<file path="src/source/trace_macros.svh">
`ifndef TRACE_MACROS_SVH
`define TRACE_MACROS_SVH

// Datapath widths
`define TRACE_WORD_W 32
`define TRACE_CHAR_W 8

// Nine status fields, index 9 is the CR/LF pseudo-label
`define TRACE_FIELDS 9
`define TRACE_LABEL_MAX 4
`define TRACE_IDX_W ($clog2(`TRACE_FIELDS + 1))
`define TRACE_POS_W ($clog2(`TRACE_LABEL_MAX))

// Mode code that selects tracing ("T")
`define TRACE_CMD 8'h54

`define ASCII_EQ 8'h3D
`define ASCII_CR 8'h0D
`define ASCII_LF 8'h0A

`endif

</file>
<file path="src/source/trace_pkg.sv">
`default_nettype none

`include "trace_macros.svh"

package trace_pkg;

    // One transmit word, read as a full value or as a padded character
    typedef union packed {
        logic [`TRACE_WORD_W-1:0] data;
        struct packed {
            logic [`TRACE_WORD_W-`TRACE_CHAR_W-1:0] pad;  // Zero for characters
            logic [`TRACE_CHAR_W-1:0]               chr;
        } ch;
    } tx_word_t;

endpackage

`default_nettype wire

</file>
<file path="src/source/trace_if.sv">
`timescale 1ns/100ps
`default_nettype none

`include "trace_macros.svh"

interface tx_if;
    logic                        send;       // One-cycle transfer request
    logic                        abort;      // Mode left, drop pending request
    logic                        is_value;
    logic [`TRACE_IDX_W-1:0]     field_idx;
    logic [`TRACE_POS_W-1:0]     char_idx;
    logic [`TRACE_CHAR_W-1:0]    label_char;
    logic                        label_last;
    logic [`TRACE_WORD_W-1:0]    value;
    logic                        sent;       // Transfer acknowledged

    modport ctrl    (output send, abort, is_value, field_idx, char_idx,
                     input label_last, sent);
    modport rom     (input field_idx, char_idx, output label_char, label_last);
    modport capture (input field_idx, output value);
    modport port    (input send, abort, is_value, label_char, value, output sent);
endinterface

interface status_if;
    logic [`TRACE_WORD_W-1:0] npc;
    logic [`TRACE_WORD_W-1:0] pc;
    logic [`TRACE_WORD_W-1:0] ir;
    logic [`TRACE_WORD_W-1:0] ctl;
    logic [`TRACE_WORD_W-1:0] a;
    logic [`TRACE_WORD_W-1:0] b;
    logic [`TRACE_WORD_W-1:0] imm;
    logic [`TRACE_WORD_W-1:0] y;
    logic [`TRACE_WORD_W-1:0] mdr;

    modport src (output npc, pc, ir, ctl, a, b, imm, y, mdr);
    modport dst (input npc, pc, ir, ctl, a, b, imm, y, mdr);
endinterface

`default_nettype wire

</file>
<file path="src/source/trace_ctrl.sv">
`timescale 1ns/100ps
`default_nettype none

`include "trace_macros.svh"

module trace_ctrl (
    input  logic       clk,
    input  logic       rstn,
    input  logic [7:0] mode,
    output logic       clk_cpu,
    output logic       capture,
    output logic       done,
    tx_if.ctrl         tx
);

    localparam logic [2:0] S_IDLE    = 3'd0;
    localparam logic [2:0] S_STEP    = 3'd1;
    localparam logic [2:0] S_CAPTURE = 3'd2;
    localparam logic [2:0] S_LABEL   = 3'd3;
    localparam logic [2:0] S_VALUE   = 3'd4;
    localparam logic [2:0] S_EOL     = 3'd5;
    localparam logic [2:0] S_FINISH  = 3'd6;

    logic [2:0] state;
    logic       wait_sent;  // A transfer is owned by tx_port
    logic       mode_hit;

    assign mode_hit = (mode == `TRACE_CMD);
    assign tx.abort = ~mode_hit;

    always_ff @(posedge clk or negedge rstn) begin
        if (!rstn) begin
            state        <= S_IDLE;
            wait_sent    <= 1'b0;
            clk_cpu      <= 1'b0;
            capture      <= 1'b0;
            done         <= 1'b0;
            tx.send      <= 1'b0;
            tx.is_value  <= 1'b0;
            tx.field_idx <= '0;
            tx.char_idx  <= '0;
        end else begin
            tx.send <= 1'b0;
            clk_cpu <= 1'b0;
            capture <= 1'b0;
            done    <= 1'b0;
            if (!mode_hit) begin
                state     <= S_IDLE;  // Abort, dump in progress is lost
                wait_sent <= 1'b0;
            end else begin
                case (state)
                    S_IDLE: begin
                        clk_cpu      <= 1'b1;  // Single step pulse
                        wait_sent    <= 1'b0;
                        tx.field_idx <= '0;
                        tx.char_idx  <= '0;
                        state        <= S_STEP;
                    end
                    S_STEP: begin
                        capture <= 1'b1;
                        state   <= S_CAPTURE;
                    end
                    S_CAPTURE: state <= S_LABEL;
                    S_LABEL, S_EOL: begin
                        if (!wait_sent) begin
                            tx.send     <= 1'b1;
                            tx.is_value <= 1'b0;
                            wait_sent   <= 1'b1;
                        end else if (tx.sent) begin
                            wait_sent <= 1'b0;
                            if (!tx.label_last) begin
                                tx.char_idx <= tx.char_idx + 1'b1;
                            end else if (state == S_EOL) begin
                                done  <= 1'b1;
                                state <= S_FINISH;
                            end else begin
                                tx.char_idx <= '0;
                                state       <= S_VALUE;
                            end
                        end
                    end
                    S_VALUE: begin
                        if (!wait_sent) begin
                            tx.send     <= 1'b1;
                            tx.is_value <= 1'b1;
                            wait_sent   <= 1'b1;
                        end else if (tx.sent) begin
                            wait_sent    <= 1'b0;
                            tx.field_idx <= tx.field_idx + 1'b1;
                            // After MDR comes the CR/LF line end
                            if (tx.field_idx == `TRACE_FIELDS - 1) begin
                                state <= S_EOL;
                            end else begin
                                state <= S_LABEL;
                            end
                        end
                    end
                    S_FINISH: state <= S_IDLE;  // Repeats while mode stays
                    default:  state <= S_IDLE;
                endcase
            end
        end
    end

endmodule

`default_nettype wire

</file>
<file path="src/source/label_rom.sv">
`timescale 1ns/100ps
`default_nettype none

`include "trace_macros.svh"

module label_rom (
    tx_if.rom tx
);

    logic [`TRACE_LABEL_MAX*`TRACE_CHAR_W-1:0] label_text;  // Left aligned
    logic [`TRACE_POS_W-1:0]                   last_pos;

    always_comb begin
        case (tx.field_idx)
            4'd0:    label_text = {"NPC", `ASCII_EQ};
            4'd1:    label_text = {"PC", `ASCII_EQ, 8'h00};
            4'd2:    label_text = {"IR", `ASCII_EQ, 8'h00};
            4'd3:    label_text = {"CTL", `ASCII_EQ};
            4'd4:    label_text = {"A", `ASCII_EQ, 16'h0000};
            4'd5:    label_text = {"B", `ASCII_EQ, 16'h0000};
            4'd6:    label_text = {"IMM", `ASCII_EQ};
            4'd7:    label_text = {"Y", `ASCII_EQ, 16'h0000};
            4'd8:    label_text = {"MDR", `ASCII_EQ};
            4'd9:    label_text = {`ASCII_CR, `ASCII_LF, 16'h0000};
            default: label_text = '0;
        endcase
    end

    always_comb begin
        case (tx.field_idx)
            4'd0, 4'd3, 4'd6, 4'd8: last_pos = 2'd3;
            4'd1, 4'd2:             last_pos = 2'd2;
            4'd4, 4'd5, 4'd7, 4'd9: last_pos = 2'd1;
            default:                last_pos = 2'd0;
        endcase
    end

    assign tx.label_char = label_text[(`TRACE_LABEL_MAX - 1 - 32'(tx.char_idx)) * `TRACE_CHAR_W
                                      +: `TRACE_CHAR_W];
    assign tx.label_last = (tx.char_idx == last_pos);

endmodule

`default_nettype wire

</file>
<file path="src/source/status_capture.sv">
`timescale 1ns/100ps
`default_nettype none

`include "trace_macros.svh"

module status_capture (
    input  logic  clk,
    input  logic  rstn,
    input  logic  capture,
    status_if.dst status,
    tx_if.capture tx
);

    logic [`TRACE_WORD_W-1:0] npc_q;
    logic [`TRACE_WORD_W-1:0] pc_q;
    logic [`TRACE_WORD_W-1:0] ir_q;
    logic [`TRACE_WORD_W-1:0] ctl_q;
    logic [`TRACE_WORD_W-1:0] a_q;
    logic [`TRACE_WORD_W-1:0] b_q;
    logic [`TRACE_WORD_W-1:0] imm_q;
    logic [`TRACE_WORD_W-1:0] y_q;
    logic [`TRACE_WORD_W-1:0] mdr_q;

    // One snapshot per trace so the dump shows a single CPU state
    always_ff @(posedge clk or negedge rstn) begin
        if (!rstn) begin
            npc_q <= '0;
            pc_q  <= '0;
            ir_q  <= '0;
            ctl_q <= '0;
            a_q   <= '0;
            b_q   <= '0;
            imm_q <= '0;
            y_q   <= '0;
            mdr_q <= '0;
        end else if (capture) begin
            npc_q <= status.npc;
            pc_q  <= status.pc;
            ir_q  <= status.ir;
            ctl_q <= status.ctl;
            a_q   <= status.a;
            b_q   <= status.b;
            imm_q <= status.imm;
            y_q   <= status.y;
            mdr_q <= status.mdr;
        end
    end

    always_comb begin
        case (tx.field_idx)
            4'd0:    tx.value = npc_q;
            4'd1:    tx.value = pc_q;
            4'd2:    tx.value = ir_q;
            4'd3:    tx.value = ctl_q;
            4'd4:    tx.value = a_q;
            4'd5:    tx.value = b_q;
            4'd6:    tx.value = imm_q;
            4'd7:    tx.value = y_q;
            4'd8:    tx.value = mdr_q;
            default: tx.value = '0;  // Line end carries no value
        endcase
    end

endmodule

`default_nettype wire

</file>
<file path="src/source/tx_port.sv">
`timescale 1ns/100ps
`default_nettype none

module tx_port (
    input  logic               clk,
    input  logic               rstn,
    tx_if.port                 tx,
    input  logic               tx_ack,
    output logic               tx_req,
    output logic               tx_type,
    output trace_pkg::tx_word_t tx_data
);

    // Request handshake, held until the acknowledge is sampled
    always_ff @(posedge clk or negedge rstn) begin
        if (!rstn) begin
            tx_req  <= 1'b0;
            tx.sent <= 1'b0;
        end else begin
            tx.sent <= 1'b0;
            if (tx.abort) begin
                tx_req <= 1'b0;  // Mode deselected mid transfer
            end else if (tx.send) begin
                tx_req <= 1'b1;
            end else if (tx_req && tx_ack) begin
                tx_req  <= 1'b0;
                tx.sent <= 1'b1;
            end
        end
    end

    // Outgoing word, stable for the whole request
    always_ff @(posedge clk) begin
        if (tx.send) begin
            tx_type <= tx.is_value;
            if (tx.is_value) begin
                tx_data.data <= tx.value;
            end else begin
                tx_data.ch.pad <= '0;
                tx_data.ch.chr <= tx.label_char;
            end
        end
    end

endmodule

`default_nettype wire

</file>
<file path="src/source/trace_top.sv">
`timescale 1ns/100ps
`default_nettype none

`include "trace_macros.svh"

module trace_top (
    input  logic                     clk,
    input  logic                     rstn,
    input  logic [7:0]               mode,
    input  logic [`TRACE_WORD_W-1:0] npc,
    input  logic [`TRACE_WORD_W-1:0] pc,
    input  logic [`TRACE_WORD_W-1:0] ir,
    input  logic [`TRACE_WORD_W-1:0] ctl,
    input  logic [`TRACE_WORD_W-1:0] a,
    input  logic [`TRACE_WORD_W-1:0] b,
    input  logic [`TRACE_WORD_W-1:0] imm,
    input  logic [`TRACE_WORD_W-1:0] y,
    input  logic [`TRACE_WORD_W-1:0] mdr,
    input  logic                     tx_ack,
    output logic                     tx_req,
    output logic                     tx_type,
    output trace_pkg::tx_word_t      tx_data,
    output logic                     clk_cpu,
    output logic                     done
);

    logic capture;

    tx_if     tx_bus ();
    status_if status_bus ();

    // CPU status words onto the internal bus
    assign status_bus.npc = npc;
    assign status_bus.pc  = pc;
    assign status_bus.ir  = ir;
    assign status_bus.ctl = ctl;
    assign status_bus.a   = a;
    assign status_bus.b   = b;
    assign status_bus.imm = imm;
    assign status_bus.y   = y;
    assign status_bus.mdr = mdr;

    trace_ctrl ctrl_i (
        .clk     (clk),
        .rstn    (rstn),
        .mode    (mode),
        .clk_cpu (clk_cpu),
        .capture (capture),
        .done    (done),
        .tx      (tx_bus.ctrl)
    );

    label_rom rom_i (
        .tx (tx_bus.rom)
    );

    status_capture capture_i (
        .clk     (clk),
        .rstn    (rstn),
        .capture (capture),
        .status  (status_bus.dst),
        .tx      (tx_bus.capture)
    );

    tx_port port_i (
        .clk     (clk),
        .rstn    (rstn),
        .tx      (tx_bus.port),
        .tx_ack  (tx_ack),
        .tx_req  (tx_req),
        .tx_type (tx_type),
        .tx_data (tx_data)
    );

endmodule

`default_nettype wire

</file>
<file path="config.mk">
export PLATFORM = sky130hd
export DESIGN_NAME = trace_top
export DESIGN_NICKNAME = d
export VERILOG_FILES = /design/src/source/trace_pkg.sv /design/src/source/trace_if.sv /design/src/source/trace_ctrl.sv /design/src/source/label_rom.sv /design/src/source/status_capture.sv /design/src/source/tx_port.sv /design/src/source/trace_top.sv
export VERILOG_INCLUDE_DIRS = /design/src /design/src/source
export SDC_FILE = /design/constraint.sdc
export NUM_CORES = 1
export LEC_CHECK = 0
export ABC_AREA = 1
export BUFFER_PORTS_ARGS = -buffer_cell sky130_fd_sc_hd__buf_2
export CAP_MARGIN = 20
export CORE_MARGIN = 4
export CORE_UTILIZATION = 30
export DETAILED_ROUTE_END_ITERATION = 7
export PLACE_DENSITY = 0.46
export SKIP_CTS_REPAIR_TIMING = 1
export SYNTH_ARGS = -nofsm -noshare
export SYNTH_HDL_FRONTEND = slang
export SYNTH_SLANG_ARGS = --single-unit
</file>
<file path="constraint.sdc">
create_clock -name clk -period 2.05 [get_ports clk]
set_input_delay 0.205 -clock clk [delete_from_list [all_inputs] [get_ports clk]]
set_output_delay 0.205 -clock clk [all_outputs]
set_load 0.03 [all_outputs]
</file>
==> run metrics <==
status=finished clean; CP bufs+invs=3; Pwr Density=693 nW/um^2; reg2reg setup slack=0.14 ns; HPWL after DPL=37,500 um; crit-path leading delay family=buffers and inverters; non-filler cells, final=2,947; CTS max path bufs=3; final max-slew violation count=0; Clock Sinks=338; Cell Area, Placed=17,900 um^2; CP Launch Point=ctrl_i.tx.field_idx[0]$_DFFE_PN0P_; unique cell type count in the Yosys netlist=31; Placed Cells incl. Taps=2,578; Net Count, Synth=1,914; setup TNS=0 ns; Detail Route Antenna Nets=0; P_leak=10.7 nW; total power=15.3 mW; fin area=22,100 um^2; final worst path period share=0.930; Die H=232 um; share of cells above drive strength 1=0.242; Crit path depth=8; Worst Skew=0.0166 ns; Die Area=53,600 um^2; overall routing resource usage=0.188; CP max stage cell=dfrtp_1; PortBufs=334; most common cell after layout, fill and taps aside=nand2_1; sequential cell area fraction in the yosys report=0.575; core area=49,200 um^2; top cells by area, synth=dfrtp_1 51%, nand2_1 8.6%, o21ai_0 7.7%; Cell Area, Synth=15,000 um^2; CP endpoint=port_i.tx_data[22]$_SDFFCE_PN0P_; vias post-DR=13,701; Req. time, crit path=2.34 ns; Mapped Cells=1,607; FF-to-FF Start=ctrl_i.tx.field_idx[0]$_DFFE_PN0P_; Die X=232 um; Via density=4.65; CTS root buf=clkbuf_16; worst relative slew slack=0.628; Clk pin slew, worst setup/hold paths=0.06 ns; worst-margin pin slew=0.556 ns; initial antenna violation count=5; Initial Utilization=0.305; routability cong.=0.857; DR DRC count=0; row cnt=81; Final setup viols=0; worst-path cell chain=buf_4, ha_2, nand2_2, buf_12, o22ai_1, a21oi_1, buf_4, a21oi_1; GRT overflow=0; CP Launch Type=register; Yosys top cell area share=0.509; commonest non-fill, non-tap cells in the layout=337 x nand2_1, 333 x buf_2, 303 x dfrtp_1; critical path data arrival time=2.20 ns; Max-Cap Viols=0; leading area contributor after synthesis=dfrtp_1; Final Hold Violating Endpoints=0; CP Class=reg -> reg; Layout area overhead=47.3%; crit-path max cell delay=0.38 ns; Crit Path Max Fanout=16; routed wire length=54,500 um; initial drt markers=869; CTS Buf Count=41; Mean Syn Cell Area=9.33 um^2; fin crit period=1.91 ns; htree depth=2; vias in the first global route=13,176; clock tree from TritonCTS=done; largest net degree at the start of global routing=81; Hold WC Path Type=in -> async; drt wl/cell=18.5 um; Seq cells post-synth=338; fmax=525 MHz; RSZ-0062 raised after global routing=false; fin nets=2,554; yosys warns=0; clk_lat worst skew=0.55 ns; first-pass GRT wire length=78,000 um; Max VDD drop=383 uV; r2r endpoint=port_i.tx_data[22]$_SDFFCE_PN0P_; Ports=335; Pre-antenna DRT Iters=5; FF-to-FF path depth=8; crit path capture type=register
## layer usage
metal	GRT usage	vias to the layer above	routed length [um]
met4	0.0432	6	1110
met2	0.297	403	25600
met1	0.268	6643	24900
met5	0	-	43
met3	0.0349	80	2800
li1	-	6569	-
## cell families (layout without fill, tap and decap cells)
group | after synthesis | after routing | share of synthesized area
AO/OA/AOI/OAI | 396 | 396 | 0.150
XOR/XNOR | 1 | 1 | 0.000584
adder cells (fa/ha/maj) | 8 | 8 | 0.00668
buffers and inverters | 331 | 1003 | 0.0870
flip-flops | 338 | 338 | 0.575
multiplexers | 79 | 79 | 0.0593
other | 0 | 4 | 0
AND/OR/NAND/NOR | 454 | 454 | 0.121
## area by class of cell
| cell class | instances | area, um^2 |
|---|---|---|
| inverter | 243 | 915 |
| timing repair buffer | 685 | 5330 |
| multi-input combinational | 938 | 5100 |
| fill | 4708 | 27100 |
| clock inverter | 12 | 91.3 |
| tap | 664 | 831 |
| clock buffer | 63 | 1170 |
| sequential | 338 | 8630 |
| antenna | 4 | 10.0 |
## worst min-delay path by stage
stage / endpoint / startpoint / slack, ns / depth (start not counted)
2_1_floorplan: capture_i.a_q[0]$_DFFE_PN0P_ / rstn / -0.09 / 0
3_3_place_gp: capture_i.imm_q[8]$_DFFE_PN0P_ / rstn / 0.11 / 1
3_5_place_dp: capture_i.imm_q[8]$_DFFE_PN0P_ / rstn / 0.10 / 1
4_1_cts: capture_i.mdr_q[8]$_DFFE_PN0P_ / rstn / -0.51 / 1
5_1_grt: capture_i.mdr_q[8]$_DFFE_PN0P_ / rstn / 0.11 / 2
6_report: capture_i.mdr_q[8]$_DFFE_PN0P_ / rstn / 0.11 / 2
## where the power goes
group / total [mW] / leakage, nW / switching [mW] / internal, mW
clock network: 6.90 / 0.616 / 2.84 / 4.06
logic: 1.58 / 6.71 / 0.758 / 0.821
registers: 6.81 / 3.41 / 0.0188 / 6.80
total: 15.3 / 10.7 / 3.62 / 11.7
## synth_stat cells
library cell	number
a21oi_1	58
a32oi_1	1
buf_1	5
buf_2	38
buf_4	4
clkbuf_1	41
dfrtp_1	305
edfxtp_1	33
ha_1	8
inv_1	239
inv_2	4
mux2_2	79
nand2_1	342
nand2_2	2
nand3_1	24
nand3_2	1
nand3_4	1
nand3b_1	6
nand4_1	2
nor2_1	64
nor2_2	2
nor2_4	1
nor3_1	9
o2111ai_1	1
o211ai_1	4
o21ai_0	231
o21ai_1	1
o21ai_4	1
o221ai_1	48
o22ai_1	51
xor2_1	1
## worst reg2reg max path, cell delays in order (launching register included)
cell and delay [ns]:
dfrtp_1 0.38, buf_4 0.17, ha_2 0.23, nand2_2 0.14
buf_12 0.18, o22ai_1 0.10, a21oi_1 0.24, buf_4 0.17
a21oi_1 0.05
## metrics by stage
step / setup WS [ns] / hold WS, ns / util
after detailed placement: 0.0486 / 0.102 / 0.363
after floorplan: 0.226 / -0.0906 / -
after global routing: 0.0148 / 0.108 / 0.449
final: 0.144 / 0.113 / 0.449
after global placement: 0.0657 / 0.105 / 0.363
after CTS: 0.0422 / -0.509 / 0.389
Note: power is estimated with default switching activity, not from simulation.
